$ cat src/hdl/l2_cache_defs.svh
////////////////////////////////////////
// size macros for the l2 cache
// word, block, way and set counts plus field widths
////////////////////////////////////////

`ifndef L2_CACHE_DEFS_SVH
`define L2_CACHE_DEFS_SVH

// storage geometry
`define WORD_SIZE    32   // bits per word
`define BLOCK_SIZE   4    // words per block
`define ASSOC        4    // ways per set
`define N_SETS       8    // sets in the cache

// derived field widths
`define N_BLOCK_BITS 2    // block offset
`define N_SET_BITS   3    // set index
`define N_WAY_BITS   2    // way index

// what is left of the word once set, block and byte bits are taken
`define N_TAG_BITS   25

`endif
$ cat src/hdl/bus_pkg.sv
////////////////////////////////////////
// bus side types
// data word and byte address
////////////////////////////////////////

`include "l2_cache_defs.svh"

package bus_pkg;

    ////////////////////////////////////////
    // processor and memory bus payloads
    ////////////////////////////////////////

    // one data word on either bus
    typedef logic [`WORD_SIZE-1:0] word_t;

    // byte address, always 32 bits
    typedef logic [31:0] addr_t;

endpackage

$ cat src/hdl/cache_pkg.sv
////////////////////////////////////////
// cache storage types
// address union, frame tag, lru order, fsm state
////////////////////////////////////////

`include "l2_cache_defs.svh"

package cache_pkg;
    import bus_pkg::*;

    ////////////////////////////////////////
    // address decode
    ////////////////////////////////////////

    typedef struct packed {
        logic [`N_TAG_BITS-1:0]   tag;      // compared against frame tag
        logic [`N_SET_BITS-1:0]   set_idx;  // selects the set
        logic [`N_BLOCK_BITS-1:0] blk_off;  // word within block
        logic [1:0]               byte_off; // ignored, word access only
    } addr_fields_t;

    // same 32 bits, raw or split
    typedef union packed {
        addr_t        raw;
        addr_fields_t f;
    } cache_addr_u;

    ////////////////////////////////////////
    // frame status and replacement
    ////////////////////////////////////////

    typedef struct packed {
        logic                   valid;
        logic                   dirty; // differs from memory
        logic [`N_TAG_BITS-1:0] tag;
    } frame_tag_t;

    typedef logic [`N_WAY_BITS-1:0] way_t;

    // entry 0 least recent, top entry most recent
    typedef way_t [`ASSOC-1:0] lru_t;

    typedef enum logic [1:0] {
        idle,       // waiting for request, hits served here
        write_back, // dirty victim out to memory
        fetch       // block in from memory
    } ctrl_state_t;

endpackage

$ cat src/hdl/lru_order.sv
////////////////////////////////////////
// per-set lru order
// update on access, victim read-out
////////////////////////////////////////

`timescale 1ns/1ps
`include "l2_cache_defs.svh"

module lru_order
    import cache_pkg::*;
(
    input  logic                   CLK,
    input  logic                   nRST,
    input  logic [`N_SET_BITS-1:0] set_idx,
    input  logic                   touch,      // request completed
    input  way_t                   touch_way,  // way it used
    output way_t                   victim_way
);

    lru_t lru_mem [`N_SETS]; // one order per set
    lru_t cur_order;
    lru_t new_order;
    logic seen;              // touch_way found below position i

    assign cur_order  = lru_mem[set_idx];
    assign victim_way = cur_order[0]; // least recent entry

    // pull touched way out, close the gap, put it on top
    always_comb begin : reorder
        seen      = 1'b0;
        new_order = cur_order;
        for (int i = 0; i < `ASSOC - 1; i++) begin
            if (cur_order[i] == touch_way) begin
                seen = 1'b1;
            end
            if (seen) begin
                new_order[i] = cur_order[i+1]; // shift toward least recent
            end
        end
        new_order[`ASSOC-1] = touch_way;
    end

    always_ff @(posedge CLK, negedge nRST) begin : order_reg
        if (!nRST) begin
            for (int s = 0; s < `N_SETS; s++) begin
                for (int w = 0; w < `ASSOC; w++) begin
                    lru_mem[s][w] <= way_t'(w); // way 0 least recent
                end
            end
        end else if (touch) begin
            lru_mem[set_idx] <= new_order;
        end
    end

endmodule

$ cat config.mk
export PLATFORM = sky130hd
export DESIGN_NAME = lru_order
export DESIGN_NICKNAME = d
export VERILOG_FILES = /design/src/hdl/bus_pkg.sv /design/src/hdl/cache_pkg.sv /design/src/hdl/lru_order.sv
export VERILOG_INCLUDE_DIRS = /design/src /design/src/hdl
export SDC_FILE = /design/constraint.sdc
export NUM_CORES = 1
export LEC_CHECK = 0
export BUFFER_PORTS_ARGS = -buffer_cell sky130_fd_sc_hd__buf_2
export CORE_AREA = 3 3 87 89
export CTS_BUF_LIST = sky130_fd_sc_hd__clkbuf_16
export CTS_CLUSTER_SIZE = 24
export DETAILED_ROUTE_END_ITERATION = 16
export DIE_AREA = 0 0 90 92
export HOLD_SLACK_MARGIN = 0.06
export PLACE_DENSITY = 0.65
export SYNTH_ARGS = -nofsm -noshare
export SYNTH_HDL_FRONTEND = slang
export SYNTH_SLANG_ARGS = --single-unit
$ cat constraint.sdc
create_clock -name CLK -period 3.3 [get_ports CLK]
set_input_delay 0.66 -clock CLK [delete_from_list [all_inputs] [get_ports CLK]]
set_output_delay 0.66 -clock CLK [all_outputs]
set_load 0.02 [all_outputs]
==> results of run 1 <==
final timing paths:
| check | endpoint | cells past startpoint | slack (ps) |
|---|---|---|---|
| setup / recovery | victim_way[0] | 5 | 370 |
| hold / removal | lru_mem[49] | 1 | 200 |
| setup reg to reg | lru_mem[44] | 7 | 860 |
| hold reg to reg | lru_mem[18] | 2 | 460 |
| max in group asynchronous | lru_mem[21] | 2 | 2370 |
| min in group CLK | lru_mem[18] | 2 | 460 |
logic make-up (layout without fill, tap and decap cells):
family | Yosys count | in the layout | synth area share (%)
compound gates | 108 | 108 | 20.1
xor+xnor | 6 | 6 | 1.53
buf+inv | 34 | 47 | 4.81
flops | 64 | 64 | 47.8
mux | 26 | 26 | 11.0
simple gates | 118 | 118 | 14.8
power breakdown:
group | internal [mW] | total [mW] | leakage (nW) | switching, mW
Clock | 0.491 | 0.810 | 0.145 | 0.320
Combinational | 0.290 | 0.729 | 0.681 | 0.439
Sequential | 1.05 | 1.16 | 0.751 | 0.110
Total | 1.83 | 2.70 | 1.58 | 0.869
cell type report:
type	instances	share of cell area (%)
Sequential cell	64	42.9
Multi-Input combinational cell	258	42.5
Clock buffer	9	5.89
Timing Repair Buffer	24	4.12
Tap cell	96	3.14
Clock inverter	7	0.752
Inverter	7	0.687
cell usage in the layout (no fill, tap or decap), types with 4 or more instances in the layout:
cell,n
nand2_1,76
clkbuf_16,9
buf_4,15
and3_1,4
a211oi_1,4
nor3_1,5
nand2b_1,4
o21ai_0,55
a31oi_1,7
dfrtp_1,32
mux2i_1,15
nor2_1,12
o31ai_1,9
buf_2,9
mux4_2,8
nand3_1,7
inv_1,9
a21oi_1,5
xnor2_1,6
dfstp_2,32
metal layers:
metal	up-vias	track usage, %	share of wire [%]
met4	0	9.06	2.3
met5	-	0	0
li1	1302	-	-
met1	1278	29.9	47
met3	16	3.04	3.9
met2	77	34.0	47
metrics by stage:
| step | power [mW] | instances | utilization (%) | setup WS [ps] |
|---|---|---|---|---|
| detailed placement | 1.89 | 449 | 52.3 | 137 |
| global route | 2.88 | 465 | 56.0 | 287 |
| CTS | 2.71 | 465 | 56.0 | 380 |
| floorplan | 1.70 | 356 | - | 528 |
| finish | 2.70 | 465 | 56.0 | 371 |
| global placement | 1.87 | 449 | 52.3 | 205 |
==> flow_results.org, run 1 <==
** Power
- The analysis attributes to cell leakage a power of roughly 1.6 nW.
- IR analysis of the VDD net gives a maximum drop of 0.000296 V.
- Power density cells :: approximately 710 nW/um^2

** Critical path
- Of all nets on the critical path, the largest fanout is 19.
- Critical Setup Path Class :: input port to output pin
- Data on the critical path is required at its endpoint by roughly 2600 ps.
- Arrival time of data at the critical path endpoint :: between 2000 and 2500 ps
- For this design, the slowest cell found on the critical path is mux4_2.
- The critical path contains buffers and inverters numbering 3 combined.
- On the critical path the largest part of the delay comes from multiplexers.
- Critical path launch point :: set_idx[1]
- Crit path capture type :: output pin
- Critical-path cell list :: buf_2 -> mux4_2 -> mux2i_4 -> inv_2 -> buf_2
- The most numerous cell type found on the critical path is buf_2.
- Sort of element at the start of the critical path :: input port
- In this design, the stage delay of the slowest critical-path cell is ~600 ps.
- Reg-to-reg critical path startpoint :: lru_mem[26]

** GRT
- Pin count of the biggest net entering global routing :: 33
- Initial antenna violation count :: 0
- Global-route congestion overflow total :: 0
- Global-route wire length before repair :: between 10,000 and 15,000 um
- Via count of the first global-routing pass :: ~2,600
- Global routing consumed, over all layers together, around 22% of the routing resources.

** Logic synthesis
- Top cells by area in the synthesized netlist :: dfstp_2 (24%), dfrtp_1 (23%), nand2_1 (8.3%)
- The synthesized netlist contains between 50 and 60 unique library cells.
- In the synthesized netlist the dominant register cell turns out to be dfstp_2.
- In the synthesized netlist the async set-or-reset flop fraction comes to 100%.
- Each instance of the synthesized netlist takes up on average ~9.6 sq um.
- Sequential share of the synthesized area :: between 40% and 50%
- Counting flops and latches in the post-synthesis netlist gives 64.
- Number of cells produced by synthesis :: 356
- Synthesized area :: 3430 sq um
- The synthesized design contains 0 enable-type register cells.
- Top post-synthesis cells by count :: nand2_1 (76), o21ai_0 (55), dfrtp_1 (32), dfstp_2 (32)
- During synthesis, Yosys emitted a total of 0 warnings.
- Post-synth net total :: between 300 and 400
- Area share of the largest cell type after synthesis :: around 24%
- Of all cell types, the one taking the most synthesized area is dfstp_2.
- Most instantiated library cell after synthesis :: nand2_1

** Placement
- Half-perimeter wire length of the detailed placement result :: 5650 um
- Routability Congestion :: 0.920
- Cell area after placement :: about 3600 sq um
- Port-buffer cells :: 9

** Floorplanning
- The die covers ~8300 sq um.
- Once the floorplan was initialized, standard cells occupied around 50% of the core.
- Die boundary height :: between 90 and 100 um
- Chip Width :: around 90 um
- During I/O placement, the number of pins put on the boundary was 10.
- Floorplan row count :: 30
- The total area inside the core boundary comes to between 6000 and 7000 sq um.

** STA
- Setup repair after global routing left no endpoint under its margin.
- Post-Route Setup TNS :: 0 ps
- Hold timing on the final database bottoms out at a slack of between 200 and 250 ps.
- At the pin with the least slew margin, the transition time is 653 ps.
- Headroom to the max-slew limit came out at between 50 and 60%.
- Final period demand of the worst path :: ~2900 ps
- Timing would allow up to 341 MHz.
- The hold violation count in the final report came to 0.
- Number of max-slew violations in the final report :: 0
- For the final database, setup skew stands at about 6.4 ps.
- Period Utilization, post-route :: 88.8%
- Setup violations remaining at the end of the flow were counted as 0.

** Route
- The pre-antenna-repair detailed-routing pass consisted of 4 iterations.
- For this block, the initial DRC count from the detailed router was ~250.
- Number of remaining DRC errors :: 0
- DR vias/cell :: 5.75
- Final routed wirelength across all metal layers :: roughly 8300 um
- Dividing the detail-routed wire length by the instance count gives ~18 um.
- Post-DRT Antenna Nets :: 0
- Vias :: approximately 2,700

** Cells and area
- Of the cells placed in the final design, the portion with a size suffix greater than 1 is around 23%.
- Area of all sequential standard cells :: about 1600 sq um
- Non-Filler Cell Area, Final :: roughly 3800 sq um
- The largest registers in the layout are lru_mem x64.
- The register with the most flip-flops in the layout has 64 of them.
- Summing all multi-input logic gate instances after layout gives 1630 sq um.
- The number of antenna diodes in the final layout is 0.
- Final-stage net count :: 372
- The layout has 621 filler cells.
- Ranked by flip-flop count, first place goes to lru_mem.
- Synthesis-to-layout area growth :: 11.4%

** CTS
- Post-cts hold buffer count :: 0
- TritonCTS created 9 clock buffers.
- CTS sink cnt :: between 60 and 70
- After clock tree synthesis, the clock-pin slew on the worst setup and hold paths is roughly 50 ps.
- Later-pin clock latency in the skew report :: 330 ps
- Number of buffers inserted by post-CTS setup repair :: 0
- TritonCTS clock tree :: yes
- Clk Tree Root Cell :: clkbuf_16
- No sink is reached through more buffers than the 2 on the longest clock path.
- Quantity of gates resized following cts :: 0
- In this run the number of H-tree levels came out at 3.

** Hold path
- Class of the worst hold path :: input port to asynchronous set/reset pin

** Flow run
- The tool flagged a number of max-cap violations equal to 0.

** Status
- The flow ran to the end, and the final reports show no timing, DRC or antenna violations.
Power figures use the tool's default switching activity.
==> run 2, diff against run 1 <==
Settings changed: CORE_AREA 3 3 87 89 to 3 3 91 93, CTS_BUF_LIST sky130_fd_sc_hd__clkbuf_16 to not set, DIE_AREA 0 0 90 92 to 0 0 94 96, PLACE_DENSITY 0.65 to not set.
Clock period 3.3 ns to 3.8 ns, I/O delays scaled along.
==> run 2 against run 1 <==
  * Hold slack improved by 270 ps
  * Die area rose by 9.0%
  * Clock-buffer cell count rose by 4
  * Final area fell by 3.6%
==> flow_results.org, run 2 (same netlist as run 1, synthesis figures left out) <==
** Power
- Design Power :: 2.17 mW
- Summed over all cells, the static leakage comes to approximately 1.5 nW.
- Maximum ir drop on the vdd rail :: 0.000164 V
- Dividing total power by cell area gives a power density of around 590 nW/um^2.

** Cells and area
- Synthesis-to-layout area growth :: 7.47%
- Most used cells in the layout excluding fill and tap cells :: nand2_1 (76), o21ai_0 (55), dfrtp_1 (32), dfstp_2 (32), mux2i_1 (15)
- Layout cell share with drive strength beyond 1 :: 21.4%
- Flip-flop count of the largest register after layout :: 64
- Counting flops per register, the top entry is lru_mem.
- Final-stage net count :: 362
- Most common cell after layout, fill and taps aside :: nand2_1
- Multi-input logic area :: roughly 1600 sq um
- Registers take approximately 1600 sq um.
- Number of fill cells in the layout :: about 700
- The repair_antennas step left the layout with diodes totalling 0.
- Largest regs :: lru_mem x64

** Hold path
- Class of the worst hold path :: flip-flop to flip-flop
- The startpoint identified for the worst hold timing path is lru_mem[10].

** CTS
- Quantity of gates resized following cts :: 0
- TritonCTS clock tree :: yes
- The H-tree was split into 3 levels.
- Later-pin clock latency in the skew report :: 340 ps
- Number of buffers inserted by post-CTS setup repair :: 0
- Worst-path clk slew :: roughly 70 ps
- The clock passes through at most 2 buffers.
- Clk Tree Root Cell :: clkbuf_8
- Clock buffer count from CTS :: 9
- Post-cts hold buffer count :: 0
- Counting every sink on the clock net gives between 60 and 70.

** Critical path
- Crit-path max cell delay :: between 400 and 500 ps
- By instance count, the cell type seen most on the critical path is buf_2.
- In this run the worst path has a maximum fanout of 21.
- Counting cells, the worst reg-to-reg path comes to 7.
- Critical-path cell list :: buf_2 -> nor2b_1 -> nand3_1 -> and3_1 -> inv_1 -> buf_2
- Critical path endpoint :: victim_way[1]
- The setup check on the worst reg-to-reg path leaves a slack of 1220 ps.
- Sort of element at the start of the critical path :: input port
- Critical path launch point :: set_idx[1]
- Critical Setup Path Class :: input port to output pin
- Reg-to-reg critical path startpoint :: lru_mem[18]
- Worst path top cell family by delay :: simple AND/OR/NAND/NOR gates
- For this design, the slowest cell found on the critical path is buf_2.
- STA classifies the critical path endpoint as an output pin.
- STA puts the critical path data required time at just over 3000 ps.
- Arrival time of data at the critical path endpoint :: 2550 ps
- In this run the critical register-to-register path is captured at lru_mem[43].
- CP Buf/Inv Count :: 3
- The critical path crosses 6 cells after its start point.

** STA
- RSZ-0062 raised after global routing :: false
- Max transition margin :: approximately 33%
- The hold violation count in the final report came to 0.
- The final critical path takes up between 80% and 90% of the cycle.
- Summed over all failing endpoints, the final setup total negative slack is 0 ps.
- The clock arrives with approximately 11 ps of skew.
- Count of final setup violators :: 0
- Maximum frequency from static timing analysis :: slightly above 300 MHz
- Tightest Pin Transition :: 1010 ps
- The worst path in the final design needs a cycle of ~3300 ps, including I/O delays and setup.
- The max-slew violation count came to 0.

** Status
- The flow ran to the end, and the final reports show no timing, DRC or antenna violations.

** GRT
- The number of antenna violations at the first check in global routing was 0.
- The first global-routing pass estimated about 14,000 um of wire.
- Global-route congestion overflow total :: 0
- Total Routing Usage GR :: just over 20%
- Entering global routing, the biggest net connects 46 pins.
- The via count of the first global-routing pass was between 2,000 and 3,000.

** Route
- Routed wirelength normalized by instance count :: 18.0 um
- Vias :: between 2,000 and 3,000
- Post-DRT Antenna Nets :: 0
- The final layout contains routed wiring with a total length of 8290 um.
- DR vias/cell :: just under 6
- For this run, design rule violations remaining after detail routing come to 0.
- For this block, the initial DRC count from the detailed router was roughly 240.
- Number of search-and-repair iterations in the first detailed-routing pass :: 7

** Flow run
- Max-cap violation count :: 0

** Floorplanning
- The core region is 7610 sq um.
- The initialized floorplan defines 32 standard-cell rows.
- Pin placement for this block handled 10 I/O pins.
- The die is about 94 um wide.
- Once the floorplan was initialized, standard cells occupied ~45% of the core.
- The floorplan step set the die height to between 90 and 100 um.
- The floorplan step defined a die boundary enclosing about 9000 sq um.

** Placement
- Routability Congestion :: 0.846
- Half-perimeter wire length of the detailed placement result :: roughly 5500 um
- Port-buffer cells :: 9
-- run 2: report_power, final --
part	internal (mW)	total [mW]	switching, mW	leakage (nW)
sequential	0.912	1.00	0.0887	0.751
clock	0.292	0.550	0.259	0.0983
combinational	0.241	0.620	0.379	0.634
-- run 2: stage by stage --
stage               worst slack (ps)  instances  utilization [%]  cell area [sq um]  hold WS [ps]
floorplan                        928        356                -               3430           442
global placement                 372        445             46.1               3500           456
detailed placement               277        445             46.1               3500           464
CTS                              525        461             48.5               3690           474
global route                     365        461             48.5               3690           490
finish                           486        461             48.5               3690           472
-- run 2: worst min-delay path: cells and delay by family (launching register included) --
kind	cells	cell delay (ps)
compound gates	1	50
simple gates	1	40
flops	1	370
-- run 2: routing by layer --
metal	vias to the layer above	global-route usage, %	routed length (um)	part of all wire, %
li1	1276	-	-	-
met1	1313	28.6	3820	46
met2	97	31.8	3830	46
met3	15	5.55	479	5.8
met4	0	7.10	164	2.0
met5	-	0	0	0
-- run 2: how the worst min path moves through the flow --
stage	cells after the start	endpoint	slack [ps]
2_1_floorplan	2	lru_mem[51]	440
3_3_place_gp	2	lru_mem[51]	460
3_5_place_dp	2	lru_mem[51]	460
4_1_cts	2	lru_mem[13]	470
5_1_grt	2	lru_mem[5]	490
6_report	2	lru_mem[10]	470
-- run 2: final cells by class --
| type | instances | share of cell area [%] |
|---|---|---|
| Sequential cell | 64 | 44.5 |
| Multi-Input combinational cell | 258 | 44.1 |
| Clock buffer | 13 | 4.61 |
| Tap cell | 102 | 3.46 |
| Timing Repair Buffer | 14 | 2.24 |
| Inverter | 7 | 0.712 |
| Clock inverter | 3 | 0.407 |
