`src/hdl/l2_cache_defs.svh`:
```
////////////////////////////////////////
// size macros for the l2 cache
// word, block, way and set counts plus field widths
////////////////////////////////////////

`ifndef L2_CACHE_DEFS_SVH
`define L2_CACHE_DEFS_SVH

// storage geometry
`define WORD_SIZE    32   // bits per word
`define BLOCK_SIZE   4    // words per block
`define ASSOC        4    // ways per set
`define N_SETS       8    // sets in the cache

// derived field widths
`define N_BLOCK_BITS 2    // block offset
`define N_SET_BITS   3    // set index
`define N_WAY_BITS   2    // way index

// what is left of the word once set, block and byte bits are taken
`define N_TAG_BITS   25

`endif
```
`src/hdl/bus_pkg.sv`:
```
////////////////////////////////////////
// bus side types
// data word and byte address
////////////////////////////////////////

`include "l2_cache_defs.svh"

package bus_pkg;

    ////////////////////////////////////////
    // processor and memory bus payloads
    ////////////////////////////////////////

    // one data word on either bus
    typedef logic [`WORD_SIZE-1:0] word_t;

    // byte address, always 32 bits
    typedef logic [31:0] addr_t;

endpackage

```
`src/hdl/cache_pkg.sv`:
```
////////////////////////////////////////
// cache storage types
// address union, frame tag, lru order, fsm state
////////////////////////////////////////

`include "l2_cache_defs.svh"

package cache_pkg;
    import bus_pkg::*;

    ////////////////////////////////////////
    // address decode
    ////////////////////////////////////////

    typedef struct packed {
        logic [`N_TAG_BITS-1:0]   tag;      // compared against frame tag
        logic [`N_SET_BITS-1:0]   set_idx;  // selects the set
        logic [`N_BLOCK_BITS-1:0] blk_off;  // word within block
        logic [1:0]               byte_off; // ignored, word access only
    } addr_fields_t;

    // same 32 bits, raw or split
    typedef union packed {
        addr_t        raw;
        addr_fields_t f;
    } cache_addr_u;

    ////////////////////////////////////////
    // frame status and replacement
    ////////////////////////////////////////

    typedef struct packed {
        logic                   valid;
        logic                   dirty; // differs from memory
        logic [`N_TAG_BITS-1:0] tag;
    } frame_tag_t;

    typedef logic [`N_WAY_BITS-1:0] way_t;

    // entry 0 least recent, top entry most recent
    typedef way_t [`ASSOC-1:0] lru_t;

    typedef enum logic [1:0] {
        idle,       // waiting for request, hits served here
        write_back, // dirty victim out to memory
        fetch       // block in from memory
    } ctrl_state_t;

endpackage

```
`src/hdl/miss_ctrl.sv`:
```
////////////////////////////////////////
// miss controller fsm
// word counter, write-back and fetch on the memory bus
////////////////////////////////////////

`timescale 1ns/1ps
`include "l2_cache_defs.svh"

module miss_ctrl
    import bus_pkg::*, cache_pkg::*;
(
    input  logic                     CLK,
    input  logic                     nRST,
    input  logic                     proc_ren,
    input  logic                     proc_wen,
    input  word_t                    proc_wdata,
    input  cache_addr_u              req_addr,
    input  logic                     hit,
    input  way_t                     hit_way,
    input  way_t                     victim_way,
    input  frame_tag_t               victim_tag,
    input  word_t                    victim_word,
    output logic                     proc_busy,
    output logic                     mem_ren,
    output logic                     mem_wen,
    output addr_t                    mem_addr,
    output word_t                    mem_wdata,
    input  word_t                    mem_rdata,
    input  logic                     mem_busy,
    output logic [`N_BLOCK_BITS-1:0] word_num,
    output logic                     wr_word,
    output logic                     fill_word,
    output word_t                    fill_data,
    output logic                     set_tag,
    output logic                     clr_dirty,
    output logic                     touch,
    output way_t                     touch_way
);

    localparam logic [`N_BLOCK_BITS-1:0] last_idx = `N_BLOCK_BITS'(`BLOCK_SIZE - 1);

    ctrl_state_t              state, next_state;
    logic [`N_BLOCK_BITS-1:0] next_word_num;
    logic                     req;
    logic                     mem_done;  // word transfer completes this cycle
    logic                     last_word;
    cache_addr_u              bus_addr;

    assign req       = proc_ren | proc_wen;
    assign mem_done  = !mem_busy;
    assign last_word = (word_num == last_idx);

    ////////////////////////////////////////
    // memory bus address and data
    ////////////////////////////////////////

    // block base plus word counter, victim tag on write-back
    always_comb begin : bus_addr_build
        bus_addr.f.tag      = (state == write_back) ? victim_tag.tag : req_addr.f.tag;
        bus_addr.f.set_idx  = req_addr.f.set_idx;
        bus_addr.f.blk_off  = word_num;
        bus_addr.f.byte_off = 2'b00;
    end

    assign mem_addr  = bus_addr.raw;
    assign mem_wdata = victim_word;                                 // store reads victim at word_num
    assign fill_data = (state == fetch) ? mem_rdata : proc_wdata;   // fill or write hit
    assign touch_way = hit_way;                                     // completion is always a hit

    ////////////////////////////////////////
    // next state and controls
    ////////////////////////////////////////

    always_comb begin : ctrl_comb
        next_state    = state;
        next_word_num = word_num;
        proc_busy     = 1'b1; // high unless a request completes
        mem_ren       = 1'b0;
        mem_wen       = 1'b0;
        wr_word       = 1'b0;
        fill_word     = 1'b0;
        set_tag       = 1'b0;
        clr_dirty     = 1'b0;
        touch         = 1'b0;
        case (state)
            idle: begin
                if (req && hit) begin
                    proc_busy = 1'b0;
                    touch     = 1'b1;
                    wr_word   = proc_wen; // write hit marks frame dirty
                end else if (req) begin
                    next_state = victim_tag.dirty ? write_back : fetch;
                end
            end
            write_back: begin
                mem_wen = 1'b1;
                if (mem_done) begin
                    next_word_num = word_num + 1'b1;
                    if (last_word) begin
                        clr_dirty  = 1'b1; // victim now matches memory
                        next_state = fetch;
                    end
                end
            end
            fetch: begin
                mem_ren = 1'b1;
                if (mem_done) begin
                    fill_word     = 1'b1;
                    next_word_num = word_num + 1'b1;
                    if (last_word) begin
                        set_tag    = 1'b1; // request hits next cycle
                        next_state = idle;
                    end
                end
            end
            default: next_state = idle;
        endcase
    end

    always_ff @(posedge CLK, negedge nRST) begin : ctrl_reg
        if (!nRST) begin
            state    <= idle;
            word_num <= '0;
        end else begin
            state    <= next_state;
            word_num <= next_word_num; // wraps to 0 after last word
        end
    end

endmodule

```
`config.mk`:
```
export PLATFORM = sky130hd
export DESIGN_NAME = miss_ctrl
export DESIGN_NICKNAME = d
export VERILOG_FILES = /design/src/hdl/bus_pkg.sv /design/src/hdl/cache_pkg.sv /design/src/hdl/miss_ctrl.sv
export VERILOG_INCLUDE_DIRS = /design/src /design/src/hdl
export SDC_FILE = /design/constraint.sdc
export NUM_CORES = 1
export LEC_CHECK = 0
export BUFFER_PORTS_ARGS = -buffer_cell sky130_fd_sc_hd__buf_2
export CAP_MARGIN = 5
export CORE_AREA = 10 10 98 100
export CTS_CLUSTER_SIZE = 16
export DETAILED_ROUTE_END_ITERATION = 8
export DIE_AREA = 0 0 108 110
export GPL_TIMING_DRIVEN = 0
export SYNTH_ARGS = -nofsm -noshare
export SYNTH_HDL_FRONTEND = slang
export SYNTH_SLANG_ARGS = --single-unit
```
`constraint.sdc`:
```
create_clock -name CLK -period 1.9 [get_ports CLK]
set_clock_uncertainty 0.15 [all_clocks]
set_input_delay 0.285 -clock CLK [delete_from_list [all_inputs] [get_ports CLK]]
set_output_delay 0.285 -clock CLK [all_outputs]
set_load 0.01 [all_outputs]
```
==> run_results.csv, run 1 <==
group,metric,value,unit
logic_synthesis,synth_most_common_cell,"mux2_4",
grt,grt-ovfl-total,0,
layout,multiInputGateArea,1100,µm²
worst_setup_path,reg2reg_depth,8,
clock_network,cts-buffers-inserted,3,
timing,max_freq,484,MHz
floorplan,dieArea,11900,µm²
layout,fin_nets,561,
timing,maxSlewViolCount,0,
placed_design,port_buffers,226,
layout,design_area,3590,µm²
logic_synthesis,synth-warning-count,0,
logic_synthesis,yosysTopAreaCell,"mux2_4",
grt,antenna_found_initial,0,
floorplan,die_w,108,µm
logic_synthesis,synth_common_cells,"45 x mux2_4, 41 x buf_4, 12 x mux2_2",
worst_setup_path,cp_max_fo,7,
worst_setup_path,crit_slowest_cell,"dfrtp_1",
grt,grt_max_degree,11,
placed_design,place_area,2800,µm²
detailed_routing,postRouteAntennaNets,0,
timing,hold_viol_final,0,
worst_setup_path,critical_path_cell_count,6,
detailed_routing,route.detailed.drc,0,
worst_hold_path,worst_hold_path_type,"in -> reg",
clock_network,clkSinkCount,4,
timing,setup_ws,-0.167,ns
layout,instances_no_fill,492,
clock_network,htreeDepth,1,
worst_setup_path,crit_top_cell,"buf_6",
run_status,outcome,"complete, but fails checks",
floorplan,row_count,32,
logic_synthesis,synthCells,136,
placed_design,place_ws,-0.0566,ns
timing,setup_viol_count_final,60,
placed_design,gp_congestion,0.818,
logic_synthesis,synth_edf_count,0,
worst_setup_path,cp_data_required_time,1.46,ns
power_and_ir_drop,ir_worst_vdd,0.747,mV
detailed_routing,vias,1947,
logic_synthesis,syn_avg_cell_area,11.3,µm²
worst_setup_path,path_cells,"buf_6 -> ha_4 -> buf_12 -> clkbuf_16 -> mux2_4 -> buf_6",
clock_network,clock_path_buffers,2,
grt,grt_first_pass_wirelength,12400,µm
detailed_routing,wl,9120,µm
layout,diodes,0,
logic_synthesis,ys_seq_area_share,6.49,%
logic_synthesis,ys_types,25,
run_status,violations,"negative setup slack",
floorplan,coreArea,7650,µm²
layout,synthToLayoutAreaGrowth,133,%
detailed_routing,viasPerCell,3.96,
layout,drive_gt1_share,94.9,%
worst_setup_path,worst_setup_path_end_kind,"output port",
placed_design,place_inst,465,
timing,period_minus_slack,2.07,ns
worst_setup_path,cp.buffers_inverters,4,
worst_setup_path,cp_data_arrival_time,1.63,ns
layout,fill_cells,727,
clock_network,cts-root-buf,"clkbuf_8",
clock_network,clock_latency,0.22,ns
timing,fin_crit_sh,109,%
timing,rsz0062_at_grt,"yes",
logic_synthesis,async_reset_ff_share,100,%
floorplan,io_pins,273,
worst_setup_path,path_delay_family,"buffers and inverters",
flow_run,cap_viol_max_count,0,
floorplan,initial_core_util,20.2,%
logic_synthesis,yosys_register_bits,4,
detailed_routing,wl_per_cell,18.5,µm
power_and_ir_drop,power_density,1240,nW/µm²
logic_synthesis,ys.flop_type,"dfrtp_1",
timing,worst_hold_slack,0.205,ns
worst_setup_path,cp_slowest_stage_delay,0.39,ns
logic_synthesis,yosysTopAreaCellShare,43.8,%
power_and_ir_drop,leakage,2.01,nW
detailed_routing,first_pass_iters,4,
worst_setup_path,crit_type,"reg -> out",
clock_network,cts_tree,"yes",
worst_hold_path,min_path_cells,3,
worst_setup_path,start_kind,"register",
clock_network,clk_pin_slew,0.03,ns
detailed_routing,drt_iter0_markers,71,
grt,track_usage,13.0,%
timing,tns,-7.41,ns
layout,regArea,101,µm²
floorplan,die_y,110,µm
grt,grt_pass1_vias,2196,
logic_synthesis,synth_area,1540,µm²
logic_synthesis,synth_area_leaders,"mux2_4 44%, buf_4 20%, mux2_2 8.8%, dfrtp_1 6.5%, ha_1 3.2%",
## worst reg2reg max path: cells and delay by family, from the launching register on
family          cells  cell delay [ns]
fa+ha+maj           1             0.20
compound gates      2             0.31
simple gates        1             0.11
buf+inv             4             0.45
flops               1             0.37
## cell usage in the layout (no fill, tap or decap), types with 2 or more instances in the layout
master,netlist,final
clkbuf_8,0,3
and2_4,0,2
dfrtp_1,4,3
inv_2,0,2
buf_2,0,173
mux2_4,45,54
conb_1,1,2
mux2_2,12,3
inv_1,4,2
buf_6,4,58
a2bb2oi_2,2,2
ha_4,0,3
clkbuf_16,0,2
buf_12,2,10
nand2b_1,2,2
buf_4,41,53
## power breakdown
part / switching, mW / total (mW) / internal [mW]
sequential: 0.0504 / 0.185 / 0.135
combinational: 1.49 / 4.09 / 2.60
clock: 0.0507 / 0.186 / 0.136
## flip-flops by register name, indices dropped and copies added, names as in the netlist
register  count
word_num      2
state         2
## metrics by stage
| stage | utilization (%) | power, mW |
|---|---|---|
| 6_report | 46.9 | 4.47 |
| 5_1_grt | 46.9 | 4.74 |
| 4_1_cts | 45.9 | 4.38 |
| 3_5_place_dp | 36.7 | 2.97 |
| 3_3_place_gp | 36.7 | 2.93 |
| 2_1_floorplan | - | 2.09 |
## per-layer routing
metal | vias up | global-route usage, % | share of wire, %
met4 | 0 | 1.72 | 0.38
met1 | 903 | 13.8 | 34
met5 | - | 0 | 0
met3 | 3 | 2.84 | 7.7
li1 | 943 | - | -
met2 | 98 | 25.9 | 58
## area by class of cell
class,instances,area share (%)
repair buffers,253,50.6
multi-input cells,81,30.6
plain buffers,45,10.8
well taps,102,3.56
flip-flops and latches,4,2.82
clock buffers,3,1.15
inverters,4,0.418
## kinds of logic after synthesis
kind of cell	Yosys count	synth area share, %
other	1	0.243
AOI/OAI and AO/OA	8	4.95
buffers and inverters	52	27.4
xor gates and xnor gates	1	0.568
and+or+nand+nor	8	3.73
adders and majority gates	4	3.25
DFF	4	6.49
muxes	58	53.3
## timing repair
action	4_1_cts	5_1_grt
cloned	2	2
resized for setup	86	11
setup buffers	18	6
hold buffers	1	0
endpoints found under the hold margin	4	0
pin swaps	1	1
endpoints found under the setup margin	60	63
## worst paths after layout
check | from | to | slack [ns]
worst max register to register | state[0]$_DFFE_PN0P_ | state[0]$_DFFE_PN0P_ | 0.18
max in group asynchronous | nRST | state[1]$_DFFE_PN0P_ | 1.22
worst min register to register | word_num[0]$_DFFE_PN0P_ | word_num[0]$_DFFE_PN0P_ | 0.38
worst max-delay path | state[0]$_DFFE_PN0P_ | mem_addr[22] | -0.17
worst min-delay path | victim_tag[25] | state[0]$_DFFE_PN0P_ | 0.21
min in group asynchronous | nRST | state[0]$_DFFE_PN0P_ | 0.25
No activity file was read; power rests on OpenSTA's default activity.
==> inputs of run 2 (changes only) <==
- CORE_AREA: 10 10 98 100 -> 10 10 97 99
- DIE_AREA: 0 0 108 110 -> 0 0 107 109
- PLACE_DENSITY: not set -> 0.67
- clock period: 1.9 -> 1.8 ns (I/O delays scaled with it)
==> run 2 against run 1 <==
  * The flow still finishes with violations (negative setup slack)
  * Combinational power increased by 3%
  * Core utilization decreased by 0.099 points
  * Sequential share of layout area increased by 0.051 points
  * Die area decreased by 1.8%
  * Count of clock-buffer cells in the layout unchanged
  * Largest power group unchanged
  * Highest routed layer unchanged
==> run_results.csv, run 2 (synthesis gave the netlist of run 1 again) <==
group,metric,value,unit
run_status,outcome,"complete, but fails checks",
run_status,violations,"negative setup slack",
floorplan,io_pins,273,
worst_setup_path,path_cells,"ha_4 -> buf_12 -> clkbuf_16 -> mux2_4 -> buf_6",
clock_network,cts-root-buf,"clkbuf_8",
detailed_routing,wl_per_cell,17.5,µm
layout,drive_gt1_share,94.8,%
power_and_ir_drop,power_density,1300,nW/µm²
worst_setup_path,cp_data_arrival_time,1.57,ns
timing,max_freq,503,MHz
clock_network,clock_path_buffers,2,
timing,worst_hold_slack,0.210,ns
detailed_routing,wl,8490,µm
detailed_routing,postRouteAntennaNets,0,
layout,mostFrequentLayoutCells,"170 x buf_2, 58 x buf_6, 57 x mux2_4",
layout,diodes,0,
floorplan,dieArea,11700,µm²
detailed_routing,drt_iter0_markers,36,
layout,layout_commonest_cell,"buf_2",
grt,grt_first_pass_wirelength,11600,µm
floorplan,die_w,107,µm
grt,grt_max_degree,11,
detailed_routing,viasPerCell,3.89,
timing,setup_viol_count_final,60,
placed_design,port_buffers,226,
floorplan,row_count,32,
grt,grt-ovfl-total,0,
clock_network,htreeDepth,1,
placed_design,gp_congestion,0.822,
layout,synthToLayoutAreaGrowth,129,%
worst_setup_path,crit_type,"reg -> out",
grt,antenna_found_initial,0,
worst_setup_path,worst_setup_path_end_kind,"output port",
timing,setup_ws,-0.188,ns
power_and_ir_drop,ir_worst_vdd,0.972,mV
timing,maxSlewViolCount,0,
detailed_routing,first_pass_iters,4,
clock_network,clk_pin_slew,0.03,ns
worst_setup_path,cp_data_required_time,1.38,ns
layout,fin_nets,553,
layout,reg_top3,"state: 2 flops, word_num: 2 flops",
timing,hold_viol_final,0,
floorplan,die_y,109,µm
worst_hold_path,min_path_cells,3,
grt,grt_pass1_vias,2155,
floorplan,initial_core_util,20.5,%
grt,track_usage,12.3,%
layout,instances_no_fill,484,
timing,tns,-8.77,ns
placed_design,dp_hpwl,7200,µm
worst_setup_path,start_kind,"register",
clock_network,cts-buffers-inserted,3,
detailed_routing,vias,1883,
timing,rsz0062_at_grt,"yes",
timing,period_minus_slack,1.99,ns
flow_run,cap_viol_max_count,0,
worst_setup_path,crit_slowest_cell,"dfrtp_2",
worst_setup_path,reg2reg_depth,7,
detailed_routing,route.detailed.drc,0,
worst_hold_path,worst_hold_path_type,"in -> reg",
worst_setup_path,cp_max_fo,8,
clock_network,clkSinkCount,4,
clock_network,clock_latency,0.22,ns
timing,fin_crit_sh,110,%
placed_design,place_inst,465,
floorplan,coreArea,7530,µm²
power_and_ir_drop,leakage,1.98,nW
worst_setup_path,cp_slowest_stage_delay,0.43,ns
clock_network,cts_tree,"yes",
==> run 2: changes by cell type in the layout (fill, tap and decap cells not counted), moves of 2 or more <==
cell,change
buf_2,-3
buf_12,-2
mux2_4,+3
mux2_2,-3
buf_4,-3
==> run 2: worst max-delay path, delay by kind of cell (launching register included) <==
kind / cells / cell delay, ns
flip-flops: 1 / 0.43
buffers and inverters: 3 / 0.43
multiplexers: 1 / 0.30
adder cells (fa/ha/maj): 1 / 0.18
==> run 2: worst paths after layout <==
path	start	end	slack, ns
setup / recovery	state[1]$_DFFE_PN0P_	fill_data[13]	-0.19
hold / removal	victim_tag[25]	state[0]$_DFFE_PN0P_	0.21
setup reg to reg	state[0]$_DFFE_PN0P_	state[0]$_DFFE_PN0P_	0.14
hold reg to reg	word_num[0]$_DFFE_PN0P_	word_num[0]$_DFFE_PN0P_	0.38
max in group asynchronous	nRST	state[1]$_DFFE_PN0P_	1.14
min in group asynchronous	nRST	state[1]$_DFFE_PN0P_	0.23
==> run 2: metrics by stage <==
stage	area (µm²)	power, mW	utilization [%]	worst slack, ns
after floorplan	1550	2.21	-	0.0395
after global placement	2800	3.08	37.3	-0.120
after detailed placement	2800	3.12	37.3	-0.126
after CTS	3400	4.26	45.1	-0.225
after global routing	3520	4.85	46.8	-0.223
final	3520	4.59	46.8	-0.188
==> run 2: area by class of cell <==
| cell class | count | area [µm²] |
|---|---|---|
| Timing Repair Buffer | 243 | 1700 |
| Tap cell | 102 | 128 |
| Fill cell | 733 | 4000 |
| Sequential cell | 4 | 101 |
| Clock buffer | 3 | 41.3 |
| Buffer | 47 | 428 |
| Multi-Input combinational cell | 81 | 1110 |
| Inverter | 4 | 15.0 |
==> run 2: per-layer routing <==
metal | wire, µm | up-vias | part of all wire [%] | track usage, %
li1 | - | 923 | - | -
met1 | 2770 | 857 | 33 | 12.0
met2 | 4950 | 101 | 58 | 24.8
met3 | 753 | 2 | 8.9 | 4.48
met4 | 15 | 0 | 0.18 | 1.55
met5 | 0 | - | 0 | 0
==> run 2: power breakdown <==
| part | internal (mW) | switching [mW] | total (mW) |
|---|---|---|---|
| Sequential | 0.142 | 0.0540 | 0.196 |
| Combinational | 2.65 | 1.55 | 4.20 |
| Clock | 0.143 | 0.0479 | 0.191 |
==> run 2: timing repair <==
| item | 4_1_cts | 5_1_grt |
|---|---|---|
| hold buffers | 1 | 0 |
| setup buffers | 11 | 3 |
| resized for setup | 83 | 13 |
| pin swaps | 0 | 3 |
| endpoints found under the setup margin | 60 | 63 |
| cloned | 0 | 3 |
| hold endpoints to repair | 4 | 0 |
==> inputs of run 3 (changes only) <==
- TNS_END_PERCENT: not set -> 10
==> run 3 against run 2 <==
  * The flow still finishes with violations (negative setup slack)
  * Non-clock buffer count decreased by 4
  * Count of clock-buffer cells in the layout unchanged
  * Routed wire length decreased by 2.5%
==> run_results.csv, run 3 (synthesis gave the netlist of run 1 again) <==
group,metric,value,unit
run_status,outcome,"complete, but fails checks",
run_status,violations,"negative setup slack",
timing,rsz0062_at_grt,"yes",
worst_setup_path,cp_slowest_stage_delay,0.41,ns
grt,antenna_found_initial,0,
layout,fill_cells,730,
detailed_routing,viasPerCell,3.83,
clock_network,clock_path_buffers,2,
detailed_routing,drt_iter0_markers,38,
timing,hold_viol_final,0,
clock_network,cts_tree,"yes",
power_and_ir_drop,p_comb_share,91.1,%
power_and_ir_drop,power_density,1280,nW/µm²
detailed_routing,vias,1836,
detailed_routing,wl,8270,µm
floorplan,row_count,32,
worst_hold_path,worstHoldEndpoint,"state[0]$_DFFE_PN0P_",
worst_hold_path,min_path_cells,3,
layout,layout_commonest_cell,"buf_2",
worst_setup_path,cp_max_fo,8,
power_and_ir_drop,leakage,1.92,nW
detailed_routing,postRouteAntennaNets,0,
layout,multiInputGateArea,1080,µm²
detailed_routing,wl_per_cell,17.2,µm
worst_setup_path,start_kind,"register",
timing,max_freq,493,MHz
grt,grt_max_degree,11,
floorplan,dieArea,11700,µm²
floorplan,initial_core_util,20.5,%
worst_setup_path,reg2reg_slack,0.18,ns
timing,period_minus_slack,2.03,ns
layout,diodes,0,
clock_network,htreeDepth,1,
timing,setup_viol_count_final,60,
power_and_ir_drop,swShare,36.8,%
timing,worst_hold_slack,0.212,ns
worst_setup_path,cp.buffers_inverters,4,
detailed_routing,first_pass_iters,4,
power_and_ir_drop,internal_power,2.74,mW
clock_network,clkSinkCount,4,
layout,final_util,44.9,%
grt,grt_pass1_vias,2046,
clock_network,cts-buffers-inserted,3,
detailed_routing,route.detailed.drc,0,
worst_setup_path,worstReg2RegStart,"state[0]$_DFFE_PN0P_",
worst_setup_path,crit_slowest_cell,"dfrtp_1",
placed_design,dp_hpwl,7200,µm
layout,synthToLayoutAreaGrowth,119,%
power_and_ir_drop,clock_power_share,4.4,%
layout,regArea,100,µm²
worst_setup_path,crit_type,"reg -> out",
floorplan,io_pins,273,
timing,maxSlewViolCount,0,
layout,drive_gt1_share,93.9,%
worst_setup_path,path_cells,"inv_2 -> ha_4 -> buf_12 -> clkbuf_16 -> mux2_4 -> buf_6",
worst_hold_path,hold_start,"victim_tag[25]",
worst_setup_path,path_delay_family,"buffers and inverters",
flow_run,cap_viol_max_count,0,
power_and_ir_drop,ir_worst_vdd,0.944,mV
layout,mostFrequentLayoutCells,"182 x buf_2, 54 x mux2_4, 48 x buf_4",
clock_network,clk_pin_slew,0.03,ns
timing,setup_ws,-0.227,ns
grt,track_usage,11.4,%
layout,reg_top3,"state: 2 flops, word_num: 2 flops",
grt,grt-ovfl-total,0,
worst_hold_path,worst_hold_path_type,"in -> reg",
power_and_ir_drop,seqPwrFrac,4.6,%
worst_setup_path,worstReg2RegEnd,"word_num[1]$_DFFE_PN0P_",
worst_setup_path,worst_setup_path_end_kind,"output port",
clock_network,clock_latency,0.22,ns
timing,fin_crit_sh,113,%
placed_design,port_buffers,226,
layout,fin_nets,549,
worst_setup_path,reg2reg_depth,5,
worst_setup_path,cp_data_arrival_time,1.61,ns
floorplan,coreArea,7530,µm²
floorplan,die_y,109,µm
placed_design,gp_congestion,0.822,
clock_network,cts-root-buf,"clkbuf_8",
power_and_ir_drop,p_switching,1.59,mW
grt,grt_first_pass_wirelength,10900,µm
worst_setup_path,cp_data_required_time,1.38,ns
floorplan,die_w,107,µm
## run 3: cell count changes in the layout (fill, tap and decap cells not counted), moves of 3 or more
cell | previous run | this run
buf_6 | 58 | 44
buf_2 | 170 | 182
mux2_2 | 0 | 3
mux2_4 | 57 | 54
## run 3: power groups by stage
| stage | combinational (mW) | clock, mW | sequential, mW |
|---|---|---|---|
| final | 3.94 | 0.189 | 0.198 |
| after global routing | 4.19 | 0.200 | 0.208 |
| after CTS | 3.44 | 0.196 | 0.194 |
| after detailed placement | 2.93 | 0 | 0.187 |
| after global placement | 2.89 | 0 | 0.184 |
| after floorplan | 2.02 | 0 | 0.188 |
## run 3: worst max path at each step
stage	start	endpoint	slack [ns]	cells past startpoint
2_1_floorplan	state[0]$_DFFE_PN0P_	fill_data[15]	0.04	5
3_3_place_gp	state[1]$_DFFE_PN0P_	mem_addr[28]	-0.12	6
3_5_place_dp	state[0]$_DFFE_PN0P_	fill_data[19]	-0.13	6
4_1_cts	state[1]$_DFFE_PN0P_	mem_addr[8]	-0.27	6
5_1_grt	state[0]$_DFFE_PN0P_	fill_data[2]	-0.28	6
6_report	state[0]$_DFFE_PN0P_	fill_data[13]	-0.23	6
## run 3: worst reg2reg max path, cell delays in order (launching register included)
cell and delay, ns:
dfrtp_1 0.41, inv_2 0.10, buf_4 0.12, ha_2 0.27, nand2b_1 0.12, mux2_1 0.34
## run 3: cell type report
type	instances	area share (%)
clock buffer	3	1.22
tap	102	3.78
sequential	4	2.96
inverter	4	0.444
timing repair buffer	239	46.9
buffer	47	12.7
multi-input combinational	81	32.1
## run 3: repair_timing
item | CTS | global route
hold buffers | 1 | 0
hold endpoints to repair | 4 | 0
buffers inserted | 6 | 3
gates resized for setup | 33 | 35
gates cloned | 0 | 3
endpoints found under the setup margin | 60 | 61
## run 3: metrics by stage
step	instances	instance area (µm²)	setup WS, ns	setup TNS [ns]	power, mW
floorplan	137	1550	0.0395	0	2.21
global placement	465	2800	-0.120	-4.20	3.08
detailed placement	465	2800	-0.126	-4.52	3.12
CTS	475	3090	-0.273	-13.36	3.83
global route	480	3380	-0.275	-14.18	4.60
finish	480	3380	-0.227	-10.65	4.33
## run 3: routing by layer
metal	share of wire (%)	wire length, µm	track usage, %
met5	0	0	0
met4	0.18	15	1.55
met3	8.5	705	4.13
met2	58	4780	22.7
met1	34	2770	11.3
